==> config.mk <==
export PLATFORM = sky130hd
export DESIGN_NAME = cfg_block
export DESIGN_NICKNAME = d
export VERILOG_FILES = /design/src/verilog/cfg_pkg.sv /design/src/verilog/cfg_block.sv /design/src/verilog/cfg_response.sv /design/src/verilog/event_tracker.sv /design/src/verilog/cfg_register.sv /design/src/verilog/cfg_decode.sv
export SDC_FILE = /design/constraint.sdc
export NUM_CORES = 1
export LEC_CHECK = 0
export ABC_AREA = 1
export BUFFER_PORTS_ARGS = -buffer_cell sky130_fd_sc_hd__buf_2
export CORE_ASPECT_RATIO = 1.25
export CORE_MARGIN = 3
export CORE_UTILIZATION = 40
export DETAILED_ROUTE_END_ITERATION = 12
export PLACE_DENSITY = 0.6
export SYNTH_ARGS = -nofsm -noshare
export SYNTH_HDL_FRONTEND = slang
export SYNTH_HIERARCHICAL = 1
export SYNTH_SLANG_ARGS = --single-unit
==> constraint.sdc <==
create_clock -name clk -period 2.3 [get_ports clk]
set_input_delay 0.69 -clock clk [delete_from_list [all_inputs] [get_ports clk]]
set_output_delay 0.69 -clock clk [all_outputs]
set_load 0.01 [all_outputs]
==> src/verilog/cfg_pkg.sv <==
// Configuration bus definitions
package cfg_pkg;

  // host bus widths, one data word and one word address
  localparam int DATA_WIDTH = 32;
  localparam int ADDR_WIDTH = 8;

  typedef logic [DATA_WIDTH-1:0] cfg_data_t;
  typedef logic [ADDR_WIDTH-1:0] cfg_addr_t;

  // word addresses of the register map
  localparam cfg_addr_t ADDR_CTRL     = 8'h00;
  localparam cfg_addr_t ADDR_STATUS   = 8'h01;
  localparam cfg_addr_t ADDR_COUNT_LO = 8'h02;
  localparam cfg_addr_t ADDR_COUNT_HI = 8'h03;

  // the status register holds one sticky bit per event source
  localparam int STATUS_WIDTH = 16;

  // the event counter spans two bus words, low word first
  localparam int COUNT_WIDTH = 48;

  typedef logic [STATUS_WIDTH-1:0] status_t;
  typedef logic [COUNT_WIDTH-1:0]  count_t;

  // number of bus words needed to hold a register of the given width
  // a partial top word still counts as a full word
  function automatic int cfg_words(input int width);
    int words;
    words = (width + DATA_WIDTH - 1) / DATA_WIDTH;
    if (words < 1) begin
      words = 1;
    end
    return words;
  endfunction

endpackage
==> src/verilog/cfg_block.sv <==
// Configuration register block
module cfg_block
  import cfg_pkg::*;
#(
  parameter logic [DATA_WIDTH-1:0] CTRL_DEFAULT = 32'h0000_0100
) (
  input  logic      clk,
  input  logic      rst_n,
  input  logic      hold,
  input  logic      cfg_we,
  input  logic      cfg_re,
  input  cfg_addr_t cfg_addr,
  input  cfg_data_t cfg_wdata,
  input  status_t   status_set,
  input  logic      count_event,
  output logic      cfg_ack,
  output logic      cfg_err,
  output cfg_data_t cfg_rdata,
  output cfg_data_t ctrl_value
);

  logic       ctrl_write, ctrl_read;
  logic       status_write, status_read;
  logic [1:0] count_write, count_read;
  logic       unmapped;

  logic       ctrl_ack, ctrl_err;
  logic       status_ack, status_err;
  logic       count_ack, count_err;
  cfg_data_t  ctrl_rdata, status_rdata, count_rdata;

  status_t    status_f, status_nxt;
  count_t     count_f, count_nxt;
  logic       status_v, count_v;

  cfg_decode u_decode (
    .cfg_we       (cfg_we),
    .cfg_re       (cfg_re),
    .cfg_addr     (cfg_addr),
    .ctrl_write   (ctrl_write),
    .ctrl_read    (ctrl_read),
    .status_write (status_write),
    .status_read  (status_read),
    .count_write  (count_write),
    .count_read   (count_read),
    .unmapped     (unmapped)
  );

  // control word is written once by software, hardware never updates it
  cfg_register #(
    .WIDTH (DATA_WIDTH), .DEFAULT (CTRL_DEFAULT), .RESETABLE (1),
    .LOCKABLE (1), .W1C (0), .ROC (0)
  ) ctrl_reg (
    .clk (clk), .rst_n (rst_n), .hold (hold),
    .reg_v (1'b0), .reg_nxt ('0), .reg_f (ctrl_value),
    .cfg_write (ctrl_write), .cfg_read (ctrl_read), .cfg_wdata (cfg_wdata),
    .cfg_ack (ctrl_ack), .cfg_err (ctrl_err), .cfg_rdata (ctrl_rdata)
  );

  cfg_register #(
    .WIDTH (STATUS_WIDTH), .DEFAULT ('0), .RESETABLE (1),
    .LOCKABLE (0), .W1C (1), .ROC (0)
  ) status_reg (
    .clk (clk), .rst_n (rst_n), .hold (hold),
    .reg_v (status_v), .reg_nxt (status_nxt), .reg_f (status_f),
    .cfg_write (status_write), .cfg_read (status_read), .cfg_wdata (cfg_wdata),
    .cfg_ack (status_ack), .cfg_err (status_err), .cfg_rdata (status_rdata)
  );

  // each counter word clears on its own read
  cfg_register #(
    .WIDTH (COUNT_WIDTH), .DEFAULT ('0), .RESETABLE (1),
    .LOCKABLE (0), .W1C (0), .ROC (1)
  ) count_reg (
    .clk (clk), .rst_n (rst_n), .hold (hold),
    .reg_v (count_v), .reg_nxt (count_nxt), .reg_f (count_f),
    .cfg_write (count_write), .cfg_read (count_read), .cfg_wdata (cfg_wdata),
    .cfg_ack (count_ack), .cfg_err (count_err), .cfg_rdata (count_rdata)
  );

  event_tracker u_tracker (
    .status_f (status_f), .count_f (count_f),
    .status_set (status_set), .count_event (count_event),
    .status_v (status_v), .count_v (count_v),
    .status_nxt (status_nxt), .count_nxt (count_nxt)
  );

  // unmapped rides in bit 3 of both the ack and the error vector
  cfg_response u_response (
    .clk      (clk),
    .rst_n    (rst_n),
    .ack_in   ({unmapped, count_ack, status_ack, ctrl_ack}),
    .err_in   ({unmapped, count_err, status_err, ctrl_err}),
    .rdata_in ({count_rdata, status_rdata, ctrl_rdata}),
    .cfg_ack  (cfg_ack),
    .cfg_err  (cfg_err),
    .cfg_rdata(cfg_rdata)
  );

endmodule

==> src/verilog/cfg_response.sv <==
// Configuration response stage
module cfg_response
  import cfg_pkg::*;
(
  input  logic            clk,
  input  logic            rst_n,
  input  logic [3:0]      ack_in,
  input  logic [3:0]      err_in,
  input  cfg_data_t [2:0] rdata_in,
  output logic            cfg_ack,
  output logic            cfg_err,
  output cfg_data_t       cfg_rdata
);

  // bit order of ack_in and err_in is ctrl, status, count, unmapped
  // the unmapped flag sits in bit 3 of both, so a miss acks with error
  logic      ack_any;
  logic      err_any;
  cfg_data_t rdata_any;

  assign ack_any   = |ack_in;
  assign err_any   = |err_in;

  // registers that are not read drive zero, so a plain or merges them
  assign rdata_any = rdata_in[0] | rdata_in[1] | rdata_in[2];

  // one cycle of latency for every response, idle cycles register zeros
  always_ff @(posedge clk or negedge rst_n) begin
    if (!rst_n) begin
      cfg_ack   <= 1'b0;
      cfg_err   <= 1'b0;
      cfg_rdata <= '0;
    end else begin
      cfg_ack   <= ack_any;
      cfg_err   <= err_any;
      cfg_rdata <= rdata_any;
    end
  end

endmodule

==> src/verilog/event_tracker.sv <==
// Status and counter event tracking
module event_tracker
  import cfg_pkg::*;
(
  input  status_t status_f,
  input  count_t  count_f,
  input  status_t status_set,
  input  logic    count_event,
  output logic    status_v,
  output logic    count_v,
  output status_t status_nxt,
  output count_t  count_nxt
);

  // status bits are sticky, a set pulse ors into the current value
  // only the register itself clears them, through a write of ones
  assign status_nxt = status_f | status_set;

  // no update request unless some bit is being set this cycle
  assign status_v   = |status_set;

  // the counter wraps to zero after all ones
  // a read clear in the same cycle overrides this increment
  assign count_nxt  = count_f + count_t'(1);
  assign count_v    = count_event;

endmodule

==> src/verilog/cfg_register.sv <==
// Generic configuration register
module cfg_register
  import cfg_pkg::*;
#(
  parameter int                WIDTH     = 32,
  parameter logic [WIDTH-1:0]  DEFAULT   = '0,
  parameter int                RESETABLE = 1,
  parameter int                LOCKABLE  = 0,
  parameter int                W1C       = 0,
  parameter int                ROC       = 0,
  localparam int               NUM_WORDS = cfg_words(WIDTH)
) (
  input  logic                 clk,
  input  logic                 rst_n,
  input  logic                 hold,
  input  logic                 reg_v,
  input  logic [WIDTH-1:0]     reg_nxt,
  output logic [WIDTH-1:0]     reg_f,
  input  logic [NUM_WORDS-1:0] cfg_write,
  input  logic [NUM_WORDS-1:0] cfg_read,
  input  cfg_data_t            cfg_wdata,
  output logic                 cfg_ack,
  output logic                 cfg_err,
  output cfg_data_t            cfg_rdata
);

  // the value is handled as whole bus words so any strobe bit selects a word
  localparam int PAD_WIDTH = NUM_WORDS * DATA_WIDTH;

  logic [WIDTH-1:0]     value_f;
  logic [WIDTH-1:0]     value_nxt;
  logic [PAD_WIDTH-1:0] padded_f;
  logic [PAD_WIDTH-1:0] padded_nxt;
  logic                 lock_f;
  logic                 lock_nxt;
  logic                 locked;
  logic                 any_write;
  logic                 any_read;

  always_comb begin
    any_write = |cfg_write;
    any_read  = |cfg_read;
    locked    = (LOCKABLE != 0) & lock_f;

    // zero padding above WIDTH, reads of the top word see zeros there
    padded_f              = '0;
    padded_f[WIDTH-1:0]   = value_f;

    // hardware update goes first so a bus write in the same cycle wins
    padded_nxt            = padded_f;
    if (reg_v) begin
      padded_nxt[WIDTH-1:0] = reg_nxt;
    end

    // a locked register drops the write and flags it
    for (int i = 0; i < NUM_WORDS; i++) begin
      if (cfg_write[i] && !locked) begin
        if (W1C != 0) begin
          padded_nxt[i*DATA_WIDTH +: DATA_WIDTH] =
            padded_nxt[i*DATA_WIDTH +: DATA_WIDTH] & ~cfg_wdata;
        end else begin
          padded_nxt[i*DATA_WIDTH +: DATA_WIDTH] = cfg_wdata;
        end
      end
    end

    // reads return the word as it was before this cycle's changes
    cfg_rdata = '0;
    for (int i = 0; i < NUM_WORDS; i++) begin
      if (cfg_read[i]) begin
        cfg_rdata = padded_f[i*DATA_WIDTH +: DATA_WIDTH];
        if (ROC != 0) begin
          padded_nxt[i*DATA_WIDTH +: DATA_WIDTH] = '0;
        end
      end
    end

    // the first accepted write closes the lock until the next reset
    lock_nxt  = (LOCKABLE != 0) ? (lock_f | any_write) : 1'b0;
    value_nxt = padded_nxt[WIDTH-1:0];

    // while hold is high nothing changes, so nothing is refused either
    cfg_ack   = any_write | any_read;
    cfg_err   = any_write & locked & ~hold;
  end

  generate
    if (RESETABLE != 0) begin : g_reset
      always_ff @(posedge clk or negedge rst_n) begin
        if (!rst_n) begin
          value_f <= DEFAULT;
        end else if (!hold) begin
          value_f <= value_nxt;
        end
      end
    end else begin : g_no_reset
      always_ff @(posedge clk) begin
        if (!hold) begin
          value_f <= value_nxt;
        end
      end
    end
  endgenerate

  // the lock state is control state and always resets open
  always_ff @(posedge clk or negedge rst_n) begin
    if (!rst_n) begin
      lock_f <= 1'b0;
    end else if (!hold) begin
      lock_f <= lock_nxt;
    end
  end

  assign reg_f = value_f;

endmodule

==> src/verilog/cfg_decode.sv <==
// Register address decoder
module cfg_decode
  import cfg_pkg::*;
(
  input  logic       cfg_we,
  input  logic       cfg_re,
  input  cfg_addr_t  cfg_addr,
  output logic       ctrl_write,
  output logic       ctrl_read,
  output logic       status_write,
  output logic       status_read,
  output logic [1:0] count_write,
  output logic [1:0] count_read,
  output logic       unmapped
);

  logic hit_ctrl;
  logic hit_status;
  logic hit_count_lo;
  logic hit_count_hi;
  logic hit_any;

  // one compare per mapped word, so at most one hit is ever high
  assign hit_ctrl     = (cfg_addr == ADDR_CTRL);
  assign hit_status   = (cfg_addr == ADDR_STATUS);
  assign hit_count_lo = (cfg_addr == ADDR_COUNT_LO);
  assign hit_count_hi = (cfg_addr == ADDR_COUNT_HI);
  assign hit_any      = hit_ctrl | hit_status | hit_count_lo | hit_count_hi;

  // strobes are qualified by the request, they stay low in idle cycles
  assign ctrl_write   = cfg_we & hit_ctrl;
  assign ctrl_read    = cfg_re & hit_ctrl;
  assign status_write = cfg_we & hit_status;
  assign status_read  = cfg_re & hit_status;

  // the counter takes one strobe bit per word
  // bit 0 selects the low word and bit 1 the high word
  assign count_write  = {cfg_we & hit_count_hi, cfg_we & hit_count_lo};
  assign count_read   = {cfg_re & hit_count_hi, cfg_re & hit_count_lo};

  // a request that misses every word still needs a response
  // the response stage turns this into an ack with error
  assign unmapped     = (cfg_we | cfg_re) & ~hit_any;

endmodule

==> flow_summary.yaml <==
logic_synthesis:
  synth_xor_area_share_pct: 2.78
  synth_compound_area_share_pct: 1.34
  synth_cells: 1564
  synth.cell_area_sq_mm: 0.00945
  seq_area_frac_synth_pct: 34.7
  synth_mux_area_share_pct: 0
  synth_area_per_cell_sq_um: 6.04
  synth_cell_types: 31
  synthAdderAreaFrac_pct: 0.132
  synthSimpleGateAreaFrac_pct: 46.9
  synth_top_family_by_area: "simple AND/OR/NAND/NOR gates"
  ys_ff_latch: 131
  synth_top_area_share_pct: 34.4
  yosysTopAreaCell: "dfrtp_1"
  synth.area.top_cells: "dfrtp_1 34%, nand2_1 27%, nor2_1 8.6%, inv_1 8.5%, nand3_1 5.2%"
  yosysWarnings: 6
floorplan:
  core_sq_mm: 0.0231
  initial_utilization_pct: 40.9
  ios: 128
  die_h_um: 178
  dieArea_sq_mm: 0.0255
  dieWidth_um: 143
  rows: 62
pwr:
  p_seq_share_pct: 41.1
  power_density_mw_per_mm2: 629
  p_switching_mw: 2.15
  vdd_drop_max_mv: 0.476
  p_sw_share_pct: 30.7
  leakage_nw: 6.47
  clkPwrFrac_pct: 42.0
  p_comb_share_pct: 16.9
  power_mw: 7.02
  p_int_mw: 4.86
job:
  cap_violations: 0
critical_path:
  r2r_end: "count_reg/reg_f[26]$_DFFE_PN0P_"
  r2r_slack_ns: 0.21
  arrival_ns: 2.41
  r2r_cells: 13
  required_ns: 2.62
  cp-start-kind: "register"
  crit_type: "reg -> reg"
  path_max_fanout: 8
  regToRegStartpoint: "count_reg/reg_f[1]$_DFFE_PN0P_"
  critPathCaptureType: "register"
clock_tree:
  postCtsSetupRepairBufs: 0
  cts_resized: 0
  ctsRootBufferMaster: "clkbuf_16"
  worstSkewPairLatency_ns: 0.43
  htree_levels: 4
  cts_buffers: 17
  hold_buffers: 0
  clk_pin_slew_worst_paths_ns: 0.06
  cts_sinks: 131
  cts_tree: "done"
  clockBufferDepth: 2
timing:
  timing.final.hold_violations: 0
  skew_ns: 0.0142
  fin_tns_setup_ns: 0
  rsz0062_at_grt: "false"
  fin_crit_ns: 2.09
  setup_viol: 0
  slew_violations: 0
  fmax_ghz: 0.478
  finalCritPeriodShare_pct: 91.0
grt:
  grt_pass1_vias: 8821
  grt_overflow: 0
  grt_util_all_layers_pct: 23.8
  grt_use_met3_pct: 3.83
  met1_usage_pct: 33.7
  grt_pass1_wl_um: 47700
  antenna_found_initial: 0
  busiest_layer: "met2"
  use_met2_pct: 37.3
  grt_max_degree: 43
final_layout:
  final_common_cell: "nand2_1"
  antennaDiodeCount: 0
  nFillCells: 2458
  final_core_util_pct: 48.3
  layout-drive-gt1-share_pct: 14.7
  mostFrequentLayoutCells: "688 x nand2_1, 214 x nor2_1, 214 x inv_1"
  fin_area_sq_mm: 0.0112
  fin_nets: 1772
  area_delta_synth_final_pct: 18.1
  multiInputGateArea_sq_mm: 0.00505
  seq_area_sq_mm: 0.00328
route:
  wl_per_cell_um: 14.8
  detail-route-antenna-nets: 0
  viasPerCell: 4.76
  wirelength_um: 29800
  drc_errors: 0
  drt_iter0_markers: 818
  via_count: 9570
  firstDrtPassIters: 5
placement:
  hpwl_um: 21900
  portBuffers: 127
  gp_congestion: 0.936
  place_area_sq_mm: 0.0105
status:
  status: "completed"
min_path:
  hold_class: "in -> async"
## synth_stat cells (all sizes together)
library cell / instances
nand2: 700
nor2: 239
inv: 217
dfrtp: 130
nand3: 99
buf: 74
xor2: 19
or2: 18
o21ai: 17
nand4: 15
xnor2: 11
clkbuf: 6
nor4: 4
a21oi: 3
conb: 3
nand3b: 3
nor3: 3
clkinv: 1
dfstp: 1
ha: 1
## metal layers
metal	routed length, um	vias to the layer above	share of wire (%)
met4	731	0	2.5
met2	13400	332	45
met5	0	-	0
li1	-	4852	-
met3	1880	49	6.3
met1	13800	4337	46
## how the worst max path moves through the flow
| stage | startpoint | endpoint | depth (start not counted) | slack, ns |
|---|---|---|---|---|
| 2_1_floorplan | cfg_addr[5] | count_reg/reg_f[46]$_DFFE_PN0P_ | 11 | 0.32 |
| 3_3_place_gp | status_set[14] | status_reg/reg_f[5]$_DFFE_PN0N_ | 9 | 0.14 |
| 3_5_place_dp | status_set[14] | status_reg/reg_f[4]$_DFFE_PN0N_ | 9 | 0.13 |
| 4_1_cts | count_reg/reg_f[1]$_DFFE_PN0P_ | count_reg/reg_f[38]$_DFFE_PN0P_ | 12 | 0.23 |
| 5_1_grt | count_reg/reg_f[1]$_DFFE_PN0P_ | count_reg/reg_f[30]$_DFFE_PN0P_ | 13 | 0.06 |
| 6_report | count_reg/reg_f[1]$_DFFE_PN0P_ | count_reg/reg_f[26]$_DFFE_PN0P_ | 13 | 0.21 |
## flip-flops by register name, summed over array words and instances (netlist names)
register,cells
u_response/cfg_err,1
count_reg/reg_f,48
status_reg/reg_f,16
u_response/cfg_rdata,32
ctrl_reg/reg_f,32
u_response/cfg_ack,1
ctrl_reg/lock_f,1
## cell families (layout without fill, tap and decap cells)
| logic type | count (synthesis) | count (layout) |
|---|---|---|
| flip-flops | 131 | 131 |
| buffers and inverters | 298 | 407 |
| XOR/XNOR | 30 | 30 |
| other | 3 | 51 |
| AND/OR/NAND/NOR | 1081 | 1081 |
| adder cells (fa/ha/maj) | 1 | 1 |
| AO/OA/AOI/OAI | 20 | 20 |
## power groups by stage
stage / combinational (mW) / clock (mW) / sequential, mW
after floorplan: 0.763 / 0 / 2.86
after global placement: 1.16 / 0 / 2.92
after detailed placement: 1.18 / 0 / 2.92
after CTS: 1.18 / 3.01 / 2.88
after global routing: 1.36 / 3.13 / 2.92
final: 1.18 / 2.95 / 2.89
## worst max-delay path, stage by stage, from the launching register on
cell and delay, ns:
dfrtp_1 0.42, ha_1 0.26, nand2_1 0.09, nor2_2 0.15, nand2_2 0.19, nor2_4 0.31
nand2_1 0.12, xor2_1 0.16, inv_1 0.05, nand2_1 0.04, nand2_1 0.06, nor2_1 0.03
nand2_1 0.06, nand2_1 0.04
## cell type report
class / instances / share of cell area, %
Tap cell: 288 / 3.23
Inverter: 218 / 7.35
Multi-Input combinational cell: 1183 / 45.3
Sequential cell: 131 / 29.4
Timing Repair Buffer: 158 / 9.19
Clock buffer: 19 / 3.97
Clock inverter: 12 / 1.62
## metrics by stage
stage	cells	hold slack, ns	worst slack, ns
after floorplan	1612	0.394	0.320
after global placement	1978	0.474	0.137
after detailed placement	1978	0.473	0.133
after CTS	2009	0.198	0.233
after global routing	2009	0.205	0.0556
final	2009	0.193	0.207
No activity file was read; power rests on OpenSTA's default activity.
